===== src/lc4_pkg.sv =====
`default_nettype none

package lc4_pkg;

    localparam int WORD_W    = 16;
    localparam int REG_SEL_W = 3;
    localparam int NUM_REGS  = 8;

    typedef logic [WORD_W-1:0]    word_t;
    typedef logic [REG_SEL_W-1:0] reg_sel_t;
    // one-hot flags, n in bit 2 and p in bit 0
    typedef logic [2:0]           nzp_t;

    localparam word_t RESET_PC = 16'h8200;

    // insn[15:12]
    localparam logic [3:0] OPC_BR    = 4'b0000;
    localparam logic [3:0] OPC_ARITH = 4'b0001;
    localparam logic [3:0] OPC_LDR   = 4'b0110;
    localparam logic [3:0] OPC_STR   = 4'b0111;
    localparam logic [3:0] OPC_CONST = 4'b1001;

    // insn[5:3] of the arithmetic group
    localparam logic [2:0] SUB_ADD = 3'b000;
    localparam logic [2:0] SUB_SUB = 3'b010;

    typedef enum logic [1:0] {
        BYP_NONE,
        BYP_M,
        BYP_W
    } byp_sel_t;

    typedef struct packed {
        word_t    insn;
        reg_sel_t rs;
        reg_sel_t rt;
        reg_sel_t rd;
        logic     rs_re;
        logic     rt_re;
        logic     rd_we;
        logic     nzp_we;
        logic     is_load;
        logic     is_store;
        logic     is_branch;
    } ctl_t;

    typedef struct packed {
        ctl_t  ctl;
        word_t pc;
        word_t rs_val;
        word_t rt_val;
    } stage_t;

    typedef struct packed {
        logic  we;
        word_t addr;
        word_t wdata;
    } dmem_req_t;

    typedef struct packed {
        logic     we;
        reg_sel_t wsel;
        word_t    data;
    } wb_trace_t;

    // operand source picked by the hazard unit
    function automatic word_t byp_mux(input byp_sel_t sel, input word_t rf_val,
                                      input word_t m_val, input word_t w_val);
        case (sel)
            BYP_M:   return m_val;
            BYP_W:   return w_val;
            default: return rf_val;
        endcase
    endfunction

endpackage

`default_nettype wire


===== src/lc4_decoder.sv =====
`timescale 1ns/1ps
`default_nettype none

module lc4_decoder (
    input  wire lc4_pkg::word_t i_insn,
    output lc4_pkg::ctl_t       o_ctl
);

    logic [3:0] opc;

    assign opc = i_insn[15:12];

    always_comb begin
        o_ctl      = '0;
        o_ctl.insn = i_insn;
        case (opc)
            lc4_pkg::OPC_BR: begin
                // BR with nzp 000 falls through as a no-op
                o_ctl.is_branch = |i_insn[11:9];
            end
            lc4_pkg::OPC_ARITH: begin
                // insn[5] set means ADD immediate, rt field is part of imm5
                if (i_insn[5] || i_insn[5:3] == lc4_pkg::SUB_ADD ||
                    i_insn[5:3] == lc4_pkg::SUB_SUB) begin
                    o_ctl.rd     = i_insn[11:9];
                    o_ctl.rs     = i_insn[8:6];
                    o_ctl.rt     = i_insn[2:0];
                    o_ctl.rs_re  = 1'b1;
                    o_ctl.rt_re  = ~i_insn[5];
                    o_ctl.rd_we  = 1'b1;
                    o_ctl.nzp_we = 1'b1;
                end
            end
            lc4_pkg::OPC_CONST: begin
                o_ctl.rd     = i_insn[11:9];
                o_ctl.rd_we  = 1'b1;
                o_ctl.nzp_we = 1'b1;
            end
            lc4_pkg::OPC_LDR: begin
                o_ctl.rd      = i_insn[11:9];
                o_ctl.rs      = i_insn[8:6];
                o_ctl.rs_re   = 1'b1;
                o_ctl.rd_we   = 1'b1;
                o_ctl.nzp_we  = 1'b1;
                o_ctl.is_load = 1'b1;
            end
            lc4_pkg::OPC_STR: begin
                // store data register sits in the rd slot of the encoding
                o_ctl.rt       = i_insn[11:9];
                o_ctl.rs       = i_insn[8:6];
                o_ctl.rs_re    = 1'b1;
                o_ctl.rt_re    = 1'b1;
                o_ctl.is_store = 1'b1;
            end
            default: ;
        endcase
    end

endmodule

`default_nettype wire


===== src/lc4_regfile.sv =====
`timescale 1ns/1ps
`default_nettype none

module lc4_regfile (
    input  wire                     gwe,
    input  wire                     i_arst_n,
    input  wire lc4_pkg::reg_sel_t  i_rs,
    input  wire lc4_pkg::reg_sel_t  i_rt,
    output lc4_pkg::word_t          o_rs_data,
    output lc4_pkg::word_t          o_rt_data,
    input  wire lc4_pkg::wb_trace_t i_wb
);

    lc4_pkg::word_t regs [lc4_pkg::NUM_REGS];

    always_ff @(posedge gwe or negedge i_arst_n) begin
        if (!i_arst_n) begin
            for (int i = 0; i < lc4_pkg::NUM_REGS; i++) begin
                regs[i] <= '0;
            end
        end else if (i_wb.we) begin
            regs[i_wb.wsel] <= i_wb.data;
        end
    end

    // same-cycle write is visible to decode
    assign o_rs_data = (i_wb.we && i_wb.wsel == i_rs) ? i_wb.data : regs[i_rs];
    assign o_rt_data = (i_wb.we && i_wb.wsel == i_rt) ? i_wb.data : regs[i_rt];

endmodule

`default_nettype wire


===== src/lc4_hazard_unit.sv =====
`timescale 1ns/1ps
`default_nettype none

module lc4_hazard_unit (
    input  wire lc4_pkg::ctl_t i_d,
    input  wire lc4_pkg::ctl_t i_x,
    input  wire lc4_pkg::ctl_t i_m,
    input  wire lc4_pkg::ctl_t i_w,
    input  wire                i_taken,
    output logic               o_stall,
    output logic               o_flush,
    output lc4_pkg::byp_sel_t  o_rs_sel,
    output lc4_pkg::byp_sel_t  o_rt_sel,
    output logic               o_st_byp
);

    logic ld_use;
    logic ld_br;

    // memory stage is the younger producer, a load there is not ready yet
    function automatic lc4_pkg::byp_sel_t pick(input logic re, input lc4_pkg::reg_sel_t sel,
                                               input lc4_pkg::ctl_t m,
                                               input lc4_pkg::ctl_t w);
        if (re && m.rd_we && !m.is_load && m.rd == sel) begin
            return lc4_pkg::BYP_M;
        end
        if (re && w.rd_we && w.rd == sel) begin
            return lc4_pkg::BYP_W;
        end
        return lc4_pkg::BYP_NONE;
    endfunction

    // store data can wait for the WM path, so only address and ALU operands stall
    assign ld_use = i_x.is_load && i_x.rd_we &&
                    ((i_d.rs_re && i_d.rs == i_x.rd) ||
                     (i_d.rt_re && !i_d.is_store && i_d.rt == i_x.rd));

    // branch flags from a load come from the data word, one cycle later
    assign ld_br = i_x.is_load && i_d.is_branch;

    assign o_stall = ld_use || ld_br;
    assign o_flush = i_taken;

    assign o_rs_sel = pick(i_x.rs_re, i_x.rs, i_m, i_w);
    assign o_rt_sel = pick(i_x.rt_re, i_x.rt, i_m, i_w);

    // late store data, typically a load right before the store
    assign o_st_byp = i_m.is_store && i_w.rd_we && i_w.rd == i_m.rt;

endmodule

`default_nettype wire


===== src/lc4_execute.sv =====
`timescale 1ns/1ps
`default_nettype none

module lc4_execute (
    input  wire                    gwe,
    input  wire                    i_arst_n,
    input  wire lc4_pkg::stage_t   i_x,
    input  wire lc4_pkg::word_t    i_m_value,
    input  wire lc4_pkg::word_t    i_w_value,
    input  wire lc4_pkg::byp_sel_t i_rs_sel,
    input  wire lc4_pkg::byp_sel_t i_rt_sel,
    input  wire                    i_m_is_load,
    input  wire lc4_pkg::word_t    i_dmem_rdata,
    output lc4_pkg::word_t         o_result,
    output lc4_pkg::word_t         o_target,
    output logic                   o_taken
);

    lc4_pkg::word_t insn;
    lc4_pkg::word_t rs_val;
    lc4_pkg::word_t rt_val;
    lc4_pkg::word_t imm9;
    lc4_pkg::nzp_t  nzp_q;
    lc4_pkg::nzp_t  nzp_cur;

    function automatic lc4_pkg::nzp_t sign_of(input lc4_pkg::word_t v);
        if (v[lc4_pkg::WORD_W-1]) begin
            return 3'b100;
        end
        if (v == '0) begin
            return 3'b010;
        end
        return 3'b001;
    endfunction

    assign insn   = i_x.ctl.insn;
    assign imm9   = {{7{insn[8]}}, insn[8:0]};
    assign rs_val = lc4_pkg::byp_mux(i_rs_sel, i_x.rs_val, i_m_value, i_w_value);
    assign rt_val = lc4_pkg::byp_mux(i_rt_sel, i_x.rt_val, i_m_value, i_w_value);

    always_comb begin
        case (insn[15:12])
            lc4_pkg::OPC_ARITH: begin
                if (insn[5]) begin
                    o_result = rs_val + {{11{insn[4]}}, insn[4:0]};
                end else if (insn[5:3] == lc4_pkg::SUB_SUB) begin
                    o_result = rs_val - rt_val;
                end else begin
                    o_result = rs_val + rt_val;
                end
            end
            lc4_pkg::OPC_CONST: o_result = imm9;
            // address generation for LDR and STR
            lc4_pkg::OPC_LDR, lc4_pkg::OPC_STR: o_result = rs_val + {{10{insn[5]}}, insn[5:0]};
            default: o_result = '0;
        endcase
    end

    // a load just ahead has not updated the flags yet
    assign nzp_cur  = i_m_is_load ? sign_of(i_dmem_rdata) : nzp_q;
    assign o_target = i_x.pc + 16'd1 + imm9;
    assign o_taken  = i_x.ctl.is_branch && |(insn[11:9] & nzp_cur);

    // execute result is younger than a load in memory, so it wins
    always_ff @(posedge gwe or negedge i_arst_n) begin
        if (!i_arst_n) begin
            nzp_q <= '0;
        end else if (i_x.ctl.nzp_we && !i_x.ctl.is_load) begin
            nzp_q <= sign_of(o_result);
        end else if (i_m_is_load) begin
            nzp_q <= sign_of(i_dmem_rdata);
        end
    end

endmodule

`default_nettype wire


===== src/lc4_core.sv =====
`timescale 1ns/1ps
`default_nettype none

module lc4_core (
    input  wire                  gwe,
    input  wire                  i_arst_n,
    output lc4_pkg::word_t       o_imem_addr,
    input  wire lc4_pkg::word_t  i_imem_data,
    output lc4_pkg::dmem_req_t   o_dmem,
    input  wire lc4_pkg::word_t  i_dmem_rdata,
    output lc4_pkg::wb_trace_t   o_wb
);

    lc4_pkg::word_t    pc_q;
    lc4_pkg::word_t    pc_next;
    lc4_pkg::stage_t   d_q;
    lc4_pkg::stage_t   x_q;
    lc4_pkg::stage_t   m_q;
    lc4_pkg::stage_t   w_q;
    lc4_pkg::stage_t   d_next;
    lc4_pkg::stage_t   x_next;
    lc4_pkg::stage_t   m_next;
    lc4_pkg::stage_t   w_next;
    lc4_pkg::ctl_t     d_ctl;
    lc4_pkg::word_t    rs_data;
    lc4_pkg::word_t    rt_data;
    lc4_pkg::word_t    ex_result;
    lc4_pkg::word_t    ex_target;
    logic              ex_taken;
    logic              stall;
    logic              flush;
    logic              st_byp;
    lc4_pkg::byp_sel_t rs_sel;
    lc4_pkg::byp_sel_t rt_sel;
    lc4_pkg::word_t    w_value;

    // fetch
    assign o_imem_addr = pc_q;
    assign pc_next     = flush ? ex_target : (stall ? pc_q : pc_q + 16'd1);

    always_comb begin
        d_next          = '0;
        d_next.ctl.insn = i_imem_data;
        d_next.pc       = pc_q;
    end

    always_ff @(posedge gwe or negedge i_arst_n) begin
        if (!i_arst_n) begin
            pc_q <= lc4_pkg::RESET_PC;
            d_q  <= '0;
        end else begin
            pc_q <= pc_next;
            if (flush) begin
                d_q <= '0;
            end else if (!stall) begin
                d_q <= d_next;
            end
        end
    end

    // decode
    lc4_decoder u_decoder (
        .i_insn (d_q.ctl.insn),
        .o_ctl  (d_ctl)
    );

    lc4_regfile u_regfile (
        .gwe       (gwe),
        .i_arst_n  (i_arst_n),
        .i_rs      (d_ctl.rs),
        .i_rt      (d_ctl.rt),
        .o_rs_data (rs_data),
        .o_rt_data (rt_data),
        .i_wb      (o_wb)
    );

    always_comb begin
        x_next.ctl    = d_ctl;
        x_next.pc     = d_q.pc;
        x_next.rs_val = rs_data;
        x_next.rt_val = rt_data;
    end

    lc4_hazard_unit u_hazard (
        .i_d      (d_ctl),
        .i_x      (x_q.ctl),
        .i_m      (m_q.ctl),
        .i_w      (w_q.ctl),
        .i_taken  (ex_taken),
        .o_stall  (stall),
        .o_flush  (flush),
        .o_rs_sel (rs_sel),
        .o_rt_sel (rt_sel),
        .o_st_byp (st_byp)
    );

    // execute
    lc4_execute u_execute (
        .gwe          (gwe),
        .i_arst_n     (i_arst_n),
        .i_x          (x_q),
        .i_m_value    (m_q.rs_val),
        .i_w_value    (w_value),
        .i_rs_sel     (rs_sel),
        .i_rt_sel     (rt_sel),
        .i_m_is_load  (m_q.ctl.is_load),
        .i_dmem_rdata (i_dmem_rdata),
        .o_result     (ex_result),
        .o_target     (ex_target),
        .o_taken      (ex_taken)
    );

    // from here on rs_val carries the ALU value or address, rt_val the store data
    always_comb begin
        m_next        = x_q;
        m_next.rs_val = ex_result;
        m_next.rt_val = lc4_pkg::byp_mux(rt_sel, x_q.rt_val, m_q.rs_val, w_value);
    end

    // writeback keeps both the ALU value and the load data
    always_comb begin
        w_next        = m_q;
        w_next.rt_val = i_dmem_rdata;
    end

    always_ff @(posedge gwe or negedge i_arst_n) begin
        if (!i_arst_n) begin
            x_q <= '0;
            m_q <= '0;
            w_q <= '0;
        end else begin
            // bubble on a stall, squash on a taken branch
            x_q <= (flush || stall) ? '0 : x_next;
            m_q <= m_next;
            w_q <= w_next;
        end
    end

    // memory
    always_comb begin
        o_dmem.we    = m_q.ctl.is_store;
        o_dmem.addr  = (m_q.ctl.is_load || m_q.ctl.is_store) ? m_q.rs_val : '0;
        o_dmem.wdata = st_byp ? w_value : m_q.rt_val;
    end

    // writeback
    assign w_value = w_q.ctl.is_load ? w_q.rt_val : w_q.rs_val;

    always_comb begin
        o_wb.we   = w_q.ctl.rd_we;
        o_wb.wsel = w_q.ctl.rd;
        o_wb.data = w_value;
    end

endmodule

`default_nettype wire


===== config.mk =====
export PLATFORM = sky130hd
export DESIGN_NAME = lc4_core
export DESIGN_NICKNAME = d
export VERILOG_FILES = /design/src/lc4_pkg.sv /design/src/lc4_decoder.sv /design/src/lc4_regfile.sv /design/src/lc4_hazard_unit.sv /design/src/lc4_execute.sv /design/src/lc4_core.sv
export SDC_FILE = /design/constraint.sdc
export NUM_CORES = 1
export LEC_CHECK = 0
export ABC_AREA = 1
export BUFFER_PORTS_ARGS = -buffer_cell sky130_fd_sc_hd__buf_2
export CAP_MARGIN = 20
export CORE_ASPECT_RATIO = 1.2
export CORE_MARGIN = 2
export CORE_UTILIZATION = 35
export CTS_CLUSTER_SIZE = 16
export DETAILED_ROUTE_END_ITERATION = 8
export GPL_TIMING_DRIVEN = 0
export MAX_ROUTING_LAYER = met4
export PLACE_DENSITY_LB_ADDON = 0.12
export REMOVE_ABC_BUFFERS = 1
export SETUP_SLACK_MARGIN = 0.3
export SLEW_MARGIN = 15
export SYNTH_ARGS = -nofsm -noshare
export SYNTH_HDL_FRONTEND = slang
export SYNTH_SLANG_ARGS = --single-unit

===== constraint.sdc =====
create_clock -name gwe -period 8.1 [get_ports gwe]
set_input_delay 0 -clock gwe [delete_from_list [all_inputs] [get_ports gwe]]
set_output_delay 0 -clock gwe [all_outputs]
set_load 0.05 [all_outputs]

# Yosys cells after proc, flatten, opt, wreduce, memory -nomap -nowiden
# Cells that the tools add are included.
# classes
add_sub_neg	7
n_lt_le_gt_ge	4
eq_ne	24
muxes	74
bitwise_logic	5
n_reduce_logical	42
# ops
op	count
two-way mux 80 bit	3
two-way mux 16 bit	14
bitwise mux 128 bit	1
binary-select mux 16 bit (select 3 bit)	2
adder 16 bit	4
case mux 16 bit (2 select lines)	2
demux 16 bit (select 3 bit)	1
case mux 16 bit (3 select lines)	1
two-way mux 3 bit	13
adder 16 x 1 -> 16 bit (second input constant)	2
logical NOT 16 bit	2
equality test 3 bit	9
logical AND 1 bit	23
two-way mux 1 bit	22
case mux 3 bit (2 select lines)	3
equality test 4 x 3 -> 1 bit (second input constant)	4
two-way mux 2 bit	8
subtractor 16 bit	1
two-way mux 13 bit	1
greater-or-equal comparator 4 bit (second input constant)	3
inverter 3 -> 4 bit	3
equality test 4 x 1 -> 1 bit (second input constant)	2
equality test 4 bit (second input constant)	2
equality test 3 x 2 -> 1 bit (second input constant)	2
15 further kinds	28
# totals
ff_bits	337
inputBits	34
output_inout_bits	69
elab_cells	194

# Depth between registers and ports, before layout
# Gate-level depths: netlist of run 1.
# depth
depth_word	20
ltp_mapped	42
mapped_depth_nobuf	42

# Modules after synthesis
# A second synthesis of run 1 with hierarchy kept.
# hier_totals
cells_unflattened	2796
hier_area_um2	21316.7
# by_module_without_submodules
mod	instances	cells_each	area_each_um2
lc4_core	1	803	9143.8
lc4_regfile	1	1198	7768.7
lc4_execute	1	627	3587.2
lc4_hazard_unit	1	94	427.9
lc4_decoder	1	74	389.1

# Worst setup path before layout of run 1
# OpenSTA, ideal clock, no wires.
# synth_path
path_type	flip-flop to flip-flop
start	register m_q[50] in the netlist's numbering
end	register u_execute.nzp_q[0]
arrival_time_ps	4436
required_ps	7976
slack_ps	3539
stages_incl_launch_ff	36
path_buffers	1
cell_sequence	dfrtp_1 -> inv_2 -> nand3_1 -> nor2_2 -> nand2_4 -> buf_6 -> nand3_1 -> nand3_2 -> ha_1 -> inv_1 -> nor2_4 -> nand2_1 -> nand2_1 -> xor2_2 -> inv_1 -> nor2_1 -> inv_1 -> nor2_1 -> and2_1 -> o31ai_1 -> ha_1 -> nand2_1 -> nor3_1 -> a21oi_1 -> or2_2 -> nand2_1 -> a21oi_1 -> or2_2 -> nand3_1 -> nand2_1 -> nor3_1 -> nand4_1 -> nor2_1 -> nand3_1 -> nand4_1 -> a21oi_1
# synth_via
elab_chain_len	18
# synth_rtl
item	line	rtl
from (decl)	lc4_core.sv:18	lc4_pkg::stage_t m_q;
from (signal assigned)	lc4_core.sv:134	m_q <= m_next;
logical NOT 1 bit *	lc4_hazard_unit.sv:24	if (re && m.rd_we && !m.is_load && m.rd == sel) begin
logical AND 1 bit (2 in series)	lc4_hazard_unit.sv:24	
two-way mux 1 bit	lc4_hazard_unit.sv:24	
two-way mux 2 bit	lc4_hazard_unit.sv:27	if (re && w.rd_we && w.rd == sel) begin
equality test 2 bit or equality test 2 x 1 -> 1 bit (tied branches)	lc4_pkg.sv:69	case (sel)
case mux 16 bit (2 select lines)	lc4_pkg.sv:69	
adder 16 bit or subtractor 16 bit (tied branches)	lc4_execute.sv:49, lc4_execute.sv:47	
two-way mux 16 bit	lc4_execute.sv:46	end else if (insn[5:3] == lc4_pkg::SUB_SUB) begin
two-way mux 16 bit	lc4_execute.sv:44	if (insn[5]) begin
case mux 16 bit (3 select lines) *	lc4_execute.sv:42	case (insn[15:12])
named net ex_result[10]	lc4_core.sv:27	lc4_pkg::word_t ex_result;
logical NOT 16 bit *	lc4_execute.sv:30	if (v == '0) begin
two-way mux 1 bit (2 in series)	lc4_execute.sv:30	
two-way mux 1 bit	lc4_execute.sv:68	end else if (i_x.ctl.nzp_we && !i_x.ctl.is_load) begin
two-way mux 3 bit *	lc4_execute.sv:33	return 3'b001;
two-way mux 3 bit *	lc4_execute.sv:30	
two-way mux 3 bit *	lc4_execute.sv:68	
to (signal assigned)	lc4_execute.sv:69	nzp_q <= sign_of(o_result);
to (signal assigned)	lc4_execute.sv:71	nzp_q <= sign_of(i_dmem_rdata);
to (decl)	lc4_execute.sv:23	lc4_pkg::nzp_t nzp_q;
# Mark *: on every way through the listed nets, which the timed path passes. The rest lies on a longest branch. The select of a mux whose other input is x is not followed.
# A chain may end at the register's enable or synchronous reset.

# Worst setup path in the final report of run 1
# layout_path
start	register w_q, in the netlist o_wb[19]
end	register u_execute.nzp_q[0]
# layout_via
elab_chain_len	19
# layout_rtl
item	line	rtl
from (decl)	lc4_core.sv:19	lc4_pkg::stage_t w_q;
from (signal assigned)	lc4_core.sv:135	w_q <= w_next;
logical AND 1 bit (2 in series)	lc4_hazard_unit.sv:27	
two-way mux 1 bit (2 in series)	lc4_hazard_unit.sv:27	
two-way mux 2 bit	lc4_hazard_unit.sv:30	return lc4_pkg::BYP_NONE;
two-way mux 2 bit	lc4_hazard_unit.sv:27	
equality test 2 bit or equality test 2 x 1 -> 1 bit (tied branches)	lc4_pkg.sv:69	
case mux 16 bit (2 select lines)	lc4_pkg.sv:69	
adder 16 bit or subtractor 16 bit (tied branches)	lc4_execute.sv:49, lc4_execute.sv:47	
two-way mux 16 bit	lc4_execute.sv:46	
two-way mux 16 bit	lc4_execute.sv:44	
case mux 16 bit (3 select lines) *	lc4_execute.sv:42	
named net ex_result[10]	lc4_core.sv:27	
logical NOT 16 bit *	lc4_execute.sv:30	
two-way mux 1 bit (2 in series)	lc4_execute.sv:30	
two-way mux 1 bit	lc4_execute.sv:68	
two-way mux 3 bit *	lc4_execute.sv:33	
two-way mux 3 bit *	lc4_execute.sv:30	
two-way mux 3 bit *	lc4_execute.sv:68	
# Marked as above.

==> results.cfg, run 1 <==
[grt]
grt_pass1_wl_um = 94700
first_global_vias = 15800
grt_max_degree = 97
grt_usage_pct = 24.3
antenna_found_initial = 0
grt.overflow.total = 0

[cts]
post_cts_resize_count = 0
htreeDepth = 2
tritoncts = yes
ctsLongestPathBuffers = 3
clkSlewWorstSetupHoldPaths_ns = 0.06
clk_root_buffer_cell = clkbuf_16
clkLatencyLatePin_ns = 0.57
post-cts-setup-buffers = 0
clock-sinks = 336
cts-buffers-inserted = 41

[final_layout]
most_common_library_cell_in_the_layout_ignoring_fill_and_taps = nand2_1
number_of_standard_cells_in_the_final_layout_excluding_fillers = 3005
number_of_nets_in_the_final_layout = 2394
num_antenna_cells = 0
most-common-layout-cells = nand2_1, dfrtp_1, inv_1, o21ai_0, nor2_1
postLayoutCellArea_um2 = 21300
layout.core_utilization_pct = 41.6
drive_gt1_share_pct = 12.9
area_growth_syn_to_layout_pct = 18.3
final.fill_count = 5138

[synth]
synth-seq-area-share_pct = 46.8
post_synth_xor_area_fraction_pct = 1.80
synth_compound_gate_area_share_pct = 20.1
synth_fa_ha_area_share_pct = 2.52
yosys.area.top_type_share_pct = 46.5
synth.avg_cell_area_um2 = 8.00
muxShareOfSynthArea_pct = 0
async_set_or_reset_flop_fraction_in_the_synthesized_netlist_pct = 100
synth.distinct_cells = 54
ys.warnings.count = 0
synth_top_cells_by_area = dfrtp_1, nand2_1, o21ai_0, inv_1, nor2_1
synth-simple-area-share_pct = 19.6
synth_top_flop_cell = dfrtp_1
ys_ff_latch = 336
synthesis.instances = 2247
synth_top_cell_by_area = dfrtp_1
synth-edff-count = 0
synthesis.area_um2 = 18000
synth_top_family_by_area = compound AO/OA/AOI/OAI gates

[placement]
port_buffers = 102
postPlaceCellArea_um2 = 19500
gp_routability_congestion = 0.873
place.detailed.instances = 2898
half_perimeter_wire_length_after_placement_um = 44200

[sta]
finalSetupViolCount = 0
final.period_utilization_pct = 75.8
hold_viol = 0
grt_setup_unrepaired = no
minimum_clock_period_after_layout_ns = 6.14
maxClockFrequency_mhz = 163
pins_over_slew_limit = 0
fin_worst_skew_ns = 0.0159
worst_slew_pin_tran_ns = 1.12
max_slew_margin_pct = 25.3

[critical_path]
r2r.worst_path.cells = 34
worst_r2r_startpoint = o_wb[19]
worst_path_most_repeated_cell = nand2_1
worst_setup_path_end_kind = flip-flop
crit_required_ns = 8.55
rrSetupSlack_ns = 1.96
crit_fanout = 15
worst_path_max_delay_cell = dfrtp_1
arrival_ns = 6.59
critical-path-max-stage-delay_ns = 0.63
critPathLaunchType = flip-flop
regToRegEndpoint = u_execute.nzp_q[0]
critPathKind = reg2reg

[detailed_routing]
totalWireLength_um = 62200
detailedRoute.firstIterationViolations = 1230
vias_per_cell = 5.31
remaining_drc_errors = 0
postRouteAntennaNets = 0
num_vias = 16000
drtPass1Iterations = 5
post_drt_wl_per_cell_um = 20.7

[floorplanning]
row_count = 91
die_h_um = 252
dieArea_um2 = 53200
initial_utilization_pct = 35.2
core_area_um2 = 51100
num_io_pins = 103
chipWidth_um = 211

[hold_path]
hold_depth = 2
min-delay-start = i_dmem_rdata[2]
hold_end = w_q[2]
worst_hold_path_type = in2reg

[run_status]
outcome = completed

[power_and_ir_drop]
max-vdd-ir-drop_mv = 0.248
p_per_area_nw_per_um2 = 320
lkg_pwr_nw = 9.88

[flow_run]
cap_viol_max_count = 0
per-layer routing:
metal  GRT usage, %  up-vias  routed length, um
li1               -     7659                  -
met1           29.5     7721              26300
met2           41.2      457              30800
met3           2.27      128               2560
met4           10.4        0               2560
met5              -        -                  0
where the power goes:
part / leakage [nW] / switching [mW] / internal, mW / total, mW
clock: 0.669 / 0.745 / 1.12 / 1.86
combinational: 4.86 / 1.80 / 0.841 / 2.64
sequential: 4.35 / 0.223 / 2.07 / 2.29
how the worst max path moves through the flow:
stage	start	to	slack, ns	depth (start not counted)
after CTS	m_q[50]	u_execute.nzp_q[0]	1.91	35
after global placement	d_q[70]	x_q[30]	-3.72	7
after global routing	m_q[50]	u_execute.nzp_q[0]	1.49	35
final	o_wb[19]	u_execute.nzp_q[0]	1.96	34
after floorplan	w_q[50]	u_execute.nzp_q[0]	1.90	32
after detailed placement	m_q[50]	u_execute.nzp_q[0]	1.94	35
synth_stat cells, drive strengths merged (5+ instances only):
cell type and number:
nand3 131, o211ai 39, nor3 17, ha 33, inv 279, dfrtp 334, clkbuf 99, or2 5
a21oi 161, a22oi 6, a31oi 14, o22ai 34, o21ai 276, buf 35, o311ai 15, xnor2 10
nand2 395, o2111ai 5, a311oi 10, nand4 5, nor4 6, nor2 243, xor2 24, a211oi 9
a221oi 38
cell type report:
class                   instances  area (um2)  share of cell area [%]
flip-flops and latches        336        8410                    39.6
multi-input cells            1496        8060                    37.9
repair buffers                169        1560                    7.31
clock buffers                  57        1190                    5.58
inverters                     281        1060                    5.01
well taps                     651         815                    3.83
clock inverters                15         170                   0.800
cell families (layout without fill, tap and decap cells):
family | Yosys count | count (layout)
simple gates | 807 | 807
compound gates | 620 | 620
buf+inv | 415 | 522
flops | 336 | 336
fa+ha+maj | 35 | 35
xor+xnor | 34 | 34
registers in the layout, indices dropped and copies added (netlist names):
register and count:
u_execute.nzp_q 3, w_q 33, m_next 47, d_q 32, o_dmem 1, m_q 40, u_regfile.regs 128, o_imem_addr 16
x_q 32, o_wb 4
through the flow:
| stage | setup TNS [ns] | hold slack, ns | worst slack, ns | power, mW |
|---|---|---|---|---|
| 6_report | 0 | 0.0842 | 1.96 | 6.79 |
| 5_1_grt | 0 | 0.0907 | 1.49 | 7.26 |
| 3_3_place_gp | -196.69 | 0.123 | -3.72 | 4.88 |
| 2_1_floorplan | 0 | -0.296 | 1.90 | 4.16 |
| 3_5_place_dp | 0 | -0.0122 | 1.94 | 4.94 |
| 4_1_cts | 0 | 0.0636 | 1.91 | 6.86 |
critical path, delay by kind of cell (launching register included):
family	cells	cell delay, ns
and+or+nand+nor	23	3.83
DFF	1	0.63
adders and majority gates	2	0.59
AOI/OAI and AO/OA	5	0.52
buffers and inverters	3	0.22
xor gates and xnor gates	1	0.22
repair_timing:
item	in CTS	in global routing
hold buffers	35	0
setup endpoints to repair	0	0
endpoints found under the hold margin	270	0
Power figures use the tool's default switching activity.
==> inputs of run 2 (changes only) <==
Clock period 8.1 ns to 5.5 ns, I/O delays scaled along.
==> results.cfg, run 2 (synthesis results as in run 1) <==
[run_status]
outcome = completed

[detailed_routing]
remaining_drc_errors = 0
vias_per_cell = 5.33
postRouteAntennaNets = 0
drtPass1Iterations = 5
detailedRoute.firstIterationViolations = 1083
totalWireLength_um = 63500
num_vias = 16200
post_drt_wl_per_cell_um = 20.9

[placement]
place.detailed.instances = 2898
half_perimeter_wire_length_after_placement_um = 44200
postPlaceCellArea_um2 = 19500
gp_routability_congestion = 0.873
port_buffers = 102
post-place-ws_ns = -0.661

[final_layout]
drive_gt1_share_pct = 16.3
number_of_standard_cells_in_the_final_layout_excluding_fillers = 3035
area_growth_syn_to_layout_pct = 21.3
most-common-layout-cells = nand2_1, dfrtp_1, inv_1, o21ai_0, nor2_1
most_common_library_cell_in_the_layout_ignoring_fill_and_taps = nand2_1
postLayoutCellArea_um2 = 21800
num_antenna_cells = 0
layout.core_utilization_pct = 42.7
registers.top_by_ff_count = u_regfile.regs
largest_register_ff_count = 128
final.fill_count = 5109
number_of_nets_in_the_final_layout = 2424

[critical_path]
worst_setup_path_end_kind = flip-flop
worst_path_max_delay_cell = dfrtp_1
crit_fanout = 5
arrival_ns = 5.35
critical-path-max-stage-delay_ns = 0.42
critPathKind = reg2reg
critPathLaunchType = flip-flop
crit_required_ns = 5.95

[cts]
tritoncts = yes
clkLatencyLatePin_ns = 0.57
clk_root_buffer_cell = clkbuf_16
htreeDepth = 2
clkSlewWorstSetupHoldPaths_ns = 0.06
clock-sinks = 336
ctsLongestPathBuffers = 3
cts-buffers-inserted = 41

[sta]
pins_over_slew_limit = 0
grt_setup_unrepaired = no
minimum_clock_period_after_layout_ns = 4.90
maxClockFrequency_mhz = 204
hold_slack_ns = 0.0820
final.setup.tns_ns = 0
hold_viol = 0
final.period_utilization_pct = 89.1
worst_slew_pin_tran_ns = 1.16
finalSetupViolCount = 0
fin_worst_skew_ns = 0.0164
max_slew_margin_pct = 22.8
timing.final.ws_setup_ns = 0.601

[grt]
antenna_found_initial = 0
grt_usage_pct = 24.7
first_global_vias = 15900
grt_pass1_wl_um = 96200
grt_max_degree = 97
grt.overflow.total = 0

[power_and_ir_drop]
p_per_area_nw_per_um2 = 470
lkg_pwr_nw = 10.1
max-vdd-ir-drop_mv = 0.364
power.total_mw = 10.3

[floorplanning]
row_count = 91
core_area_um2 = 51100
initial_utilization_pct = 35.2
die_h_um = 252
num_io_pins = 103
chipWidth_um = 211
dieArea_um2 = 53200

[hold_path]
worst_hold_path_type = in2reg

[flow_run]
cap_viol_max_count = 0
run 2: cell types whose count changed in the layout (fill, tap and decap cells not counted), sizes merged:
cell and change:
buf +29, nand2 +1
run 2: final timing paths:
| kind | start | to | slack [ns] | cells past startpoint |
|---|---|---|---|---|
| max in group asynchronous | i_arst_n | u_regfile.regs[71] | 3.87 | 5 |
| min in group asynchronous | i_arst_n | u_regfile.regs[75] | 0.44 | 3 |
| setup reg to reg | m_next[58] | u_execute.nzp_q[0] | 0.60 | 33 |
| setup / recovery | m_next[58] | u_execute.nzp_q[0] | 0.60 | 33 |
| hold / removal | i_dmem_rdata[2] | w_q[2] | 0.08 | 2 |
| hold reg to reg | m_next[49] | o_dmem[32] | 0.36 | 0 |
run 2: power by group:
group	total [mW]	internal, mW	switching (mW)
Combinational	4.14	1.37	2.77
Sequential	3.38	3.05	0.324
Clock	2.75	1.65	1.10
run 2: repair_timing:
action,CTS,global route
pin swaps,10,30
endpoints found under the hold margin,270,0
setup buffers,14,15
resized for setup,28,53
gates cloned,1,0
endpoints found under the setup margin,7,5
hold buffers,35,0
run 2: critical path: cells and delay by family, from the launching register on:
family,cells,cell delay (ns)
buffers and inverters,4,0.44
XOR/XNOR,2,0.31
flip-flops,1,0.42
adder cells (fa/ha/maj),2,0.49
AO/OA/AOI/OAI,6,0.67
AND/OR/NAND/NOR,19,2.43
run 2: layout make-up:
type / count / area (um2) / share of cell area [%]
clock buffers: 57 / 1190 / 5.45
clock inverters: 15 / 170 / 0.780
inverters: 281 / 1080 / 4.95
multi-input cells: 1497 / 8320 / 38.2
flip-flops and latches: 336 / 8420 / 38.6
well taps: 651 / 815 / 3.74
repair buffers: 198 / 1810 / 8.31
run 2: layer usage:
| metal | global-route usage [%] | vias up | share of wire (%) |
|---|---|---|---|
| li1 | - | 7732 | - |
| met1 | 30.1 | 7828 | 42 |
| met2 | 42.2 | 491 | 50 |
| met3 | 2.27 | 130 | 4.3 |
| met4 | 9.98 | 0 | 3.9 |
| met5 | - | - | 0 |
==> inputs of run 3 (changes only) <==
Settings changed: CELL_PAD_IN_SITES_DETAIL_PLACEMENT set to 2, CELL_PAD_IN_SITES_GLOBAL_PLACEMENT set to 2, CORE_UTILIZATION 35 to 34.
==> results.cfg, run 3 (synthesis results as in run 1) <==
[placement]
port_buffers = 102
place.detailed.instances = 2954
post-place-ws_ns = -0.793
half_perimeter_wire_length_after_placement_um = 50900
gp_routability_congestion = 0.869

[detailed_routing]
remaining_drc_errors = 0
post_drt_wl_per_cell_um = 24.6
totalWireLength_um = 77100
postRouteAntennaNets = 0
num_vias = 17300
detailedRoute.firstIterationViolations = 920
vias_per_cell = 5.53
drtPass1Iterations = 5

[grt]
grt_usage_pct = 28.1
first_global_vias = 18900
grt_max_degree = 98
antenna_found_initial = 1
grt.overflow.total = 0
grt_pass1_wl_um = 115000

[cts]
tritoncts = yes
clkSlewWorstSetupHoldPaths_ns = 0.06
clock-sinks = 336
clkLatencyLatePin_ns = 0.57
clk_root_buffer_cell = clkbuf_16
ctsLongestPathBuffers = 3
htreeDepth = 2
cts-buffers-inserted = 40

[run_status]
outcome = completed

[final_layout]
registers.top_by_ff_count = u_regfile.regs
number_of_nets_in_the_final_layout = 2465
largest_register_ff_count = 128
area_growth_syn_to_layout_pct = 25.9
sequential_cell_area_um2 = 8420
most_common_library_cell_in_the_layout_ignoring_fill_and_taps = nand2_1
most-common-layout-cells = nand2_1, dfrtp_1, o21ai_0, inv_1, nor2_1
drive_gt1_share_pct = 20.0
final.fill_count = 5779
total_area_of_multi_input_combinational_cells_um2 = 8710
number_of_standard_cells_in_the_final_layout_excluding_fillers = 3132

[hold_path]
worst_hold_path_type = in2reg

[critical_path]
critPathBufInv = 5
crit_required_ns = 5.95
worst_path_most_repeated_cell = nand2_2
critical-path-max-stage-delay_ns = 0.47
worst_setup_path_end_kind = flip-flop
arrival_ns = 5.60
crit_fanout = 7
critPathKind = reg2reg
critPathLaunchType = flip-flop
gate_family_responsible_for_the_most_delay_along_the_worst_path = simple AND/OR/NAND/NOR gates
worst_path_max_delay_cell = dfrtp_2

[floorplanning]
num_io_pins = 103
die_h_um = 256
chipWidth_um = 214
dieArea_um2 = 54700
core_area_um2 = 52400
initial_utilization_pct = 34.3
row_count = 92

[sta]
max_slew_margin_pct = 33.4
maxClockFrequency_mhz = 194
timing.final.ws_setup_ns = 0.346
fin_worst_skew_ns = 0.0156
finalSetupViolCount = 0
grt_setup_unrepaired = no
pins_over_slew_limit = 0
final.period_utilization_pct = 93.7
hold_viol = 0
worst_slew_pin_tran_ns = 0.996
hold_slack_ns = 0.0949
minimum_clock_period_after_layout_ns = 5.15

[power_and_ir_drop]
power.total_mw = 11.0
p_per_area_nw_per_um2 = 485
max-vdd-ir-drop_mv = 0.254
lkg_pwr_nw = 10.4

[flow_run]
cap_viol_max_count = 0
## run 3: changes by cell type in the layout (fill, tap and decap cells not counted), moves of 5 or more
cell,change
buf_12,+6
buf_4,+35
inv_1,-10
inv_2,+7
nand2_1,-20
nand2_2,+14
nand2_4,+5
nand3_1,-11
nand3_2,+6
nand3_4,+5
nor2_2,-7
nor2_4,+10
## run 3: layout make-up
type	instances	area share, %
Sequential cell	336	37.2
Antenna cell	1	0.0111
Clock buffer	62	5.32
Timing Repair Buffer	240	9.59
Clock inverter	10	0.696
Tap cell	705	3.90
Inverter	281	4.80
Multi-Input combinational cell	1497	38.5
## run 3: worst paths after layout
kind	from	endpoint	slack, ns	cells after the start
worst max-delay path	m_next[58]	u_execute.nzp_q[0]	0.35	36
worst max register to register	m_next[58]	u_execute.nzp_q[0]	0.35	36
min in group asynchronous	i_arst_n	u_regfile.regs[113]	0.53	3
worst min-delay path	i_dmem_rdata[14]	w_q[14]	0.09	2
worst min register to register	m_next[49]	o_dmem[32]	0.36	0
max in group asynchronous	i_arst_n	d_q[70]	3.63	5
## run 3: where the power goes
group          switching (mW)  internal, mW
Clock                    1.13          1.69
Sequential              0.365          3.05
Combinational            3.13          1.60
## run 3: timing repair
item / in CTS / in global routing
hold buffers: 35 / 0
resized for setup: 55 / 122
buffers inserted: 39 / 30
pin swaps: 24 / 54
gates cloned: 1 / 0
endpoints found under the hold margin: 272 / 0
endpoints found under the setup margin: 22 / 6
## run 3: worst register-to-register path, delay by kind of cell, from the launching register on
family / cells / cell delay, ns
buffers and inverters: 5 / 0.35
flip-flops: 1 / 0.47
AND/OR/NAND/NOR: 23 / 3.04
adder cells (fa/ha/maj): 2 / 0.51
XOR/XNOR: 1 / 0.14
AO/OA/AOI/OAI: 5 / 0.53
## run 3: routing by layer
metal	track usage [%]	part of all wire, %	up-vias
met3	3.76	3.3	153
met1	32.4	40	9000
met5	-	0	-
met4	11.8	4.3	0
met2	49.1	52	363
li1	-	-	7796
## run 3: per-stage QoR
step / setup TNS [ns] / utilization (%) / instance area (um2)
global route: 0 / 43.2 / 22600
finish: 0 / 43.2 / 22600
CTS: 0 / 41.8 / 21900
detailed placement: -2.95 / 37.5 / 19600
floorplan: -3.30 / - / 17400
global placement: -1428.90 / 35.8 / 18800
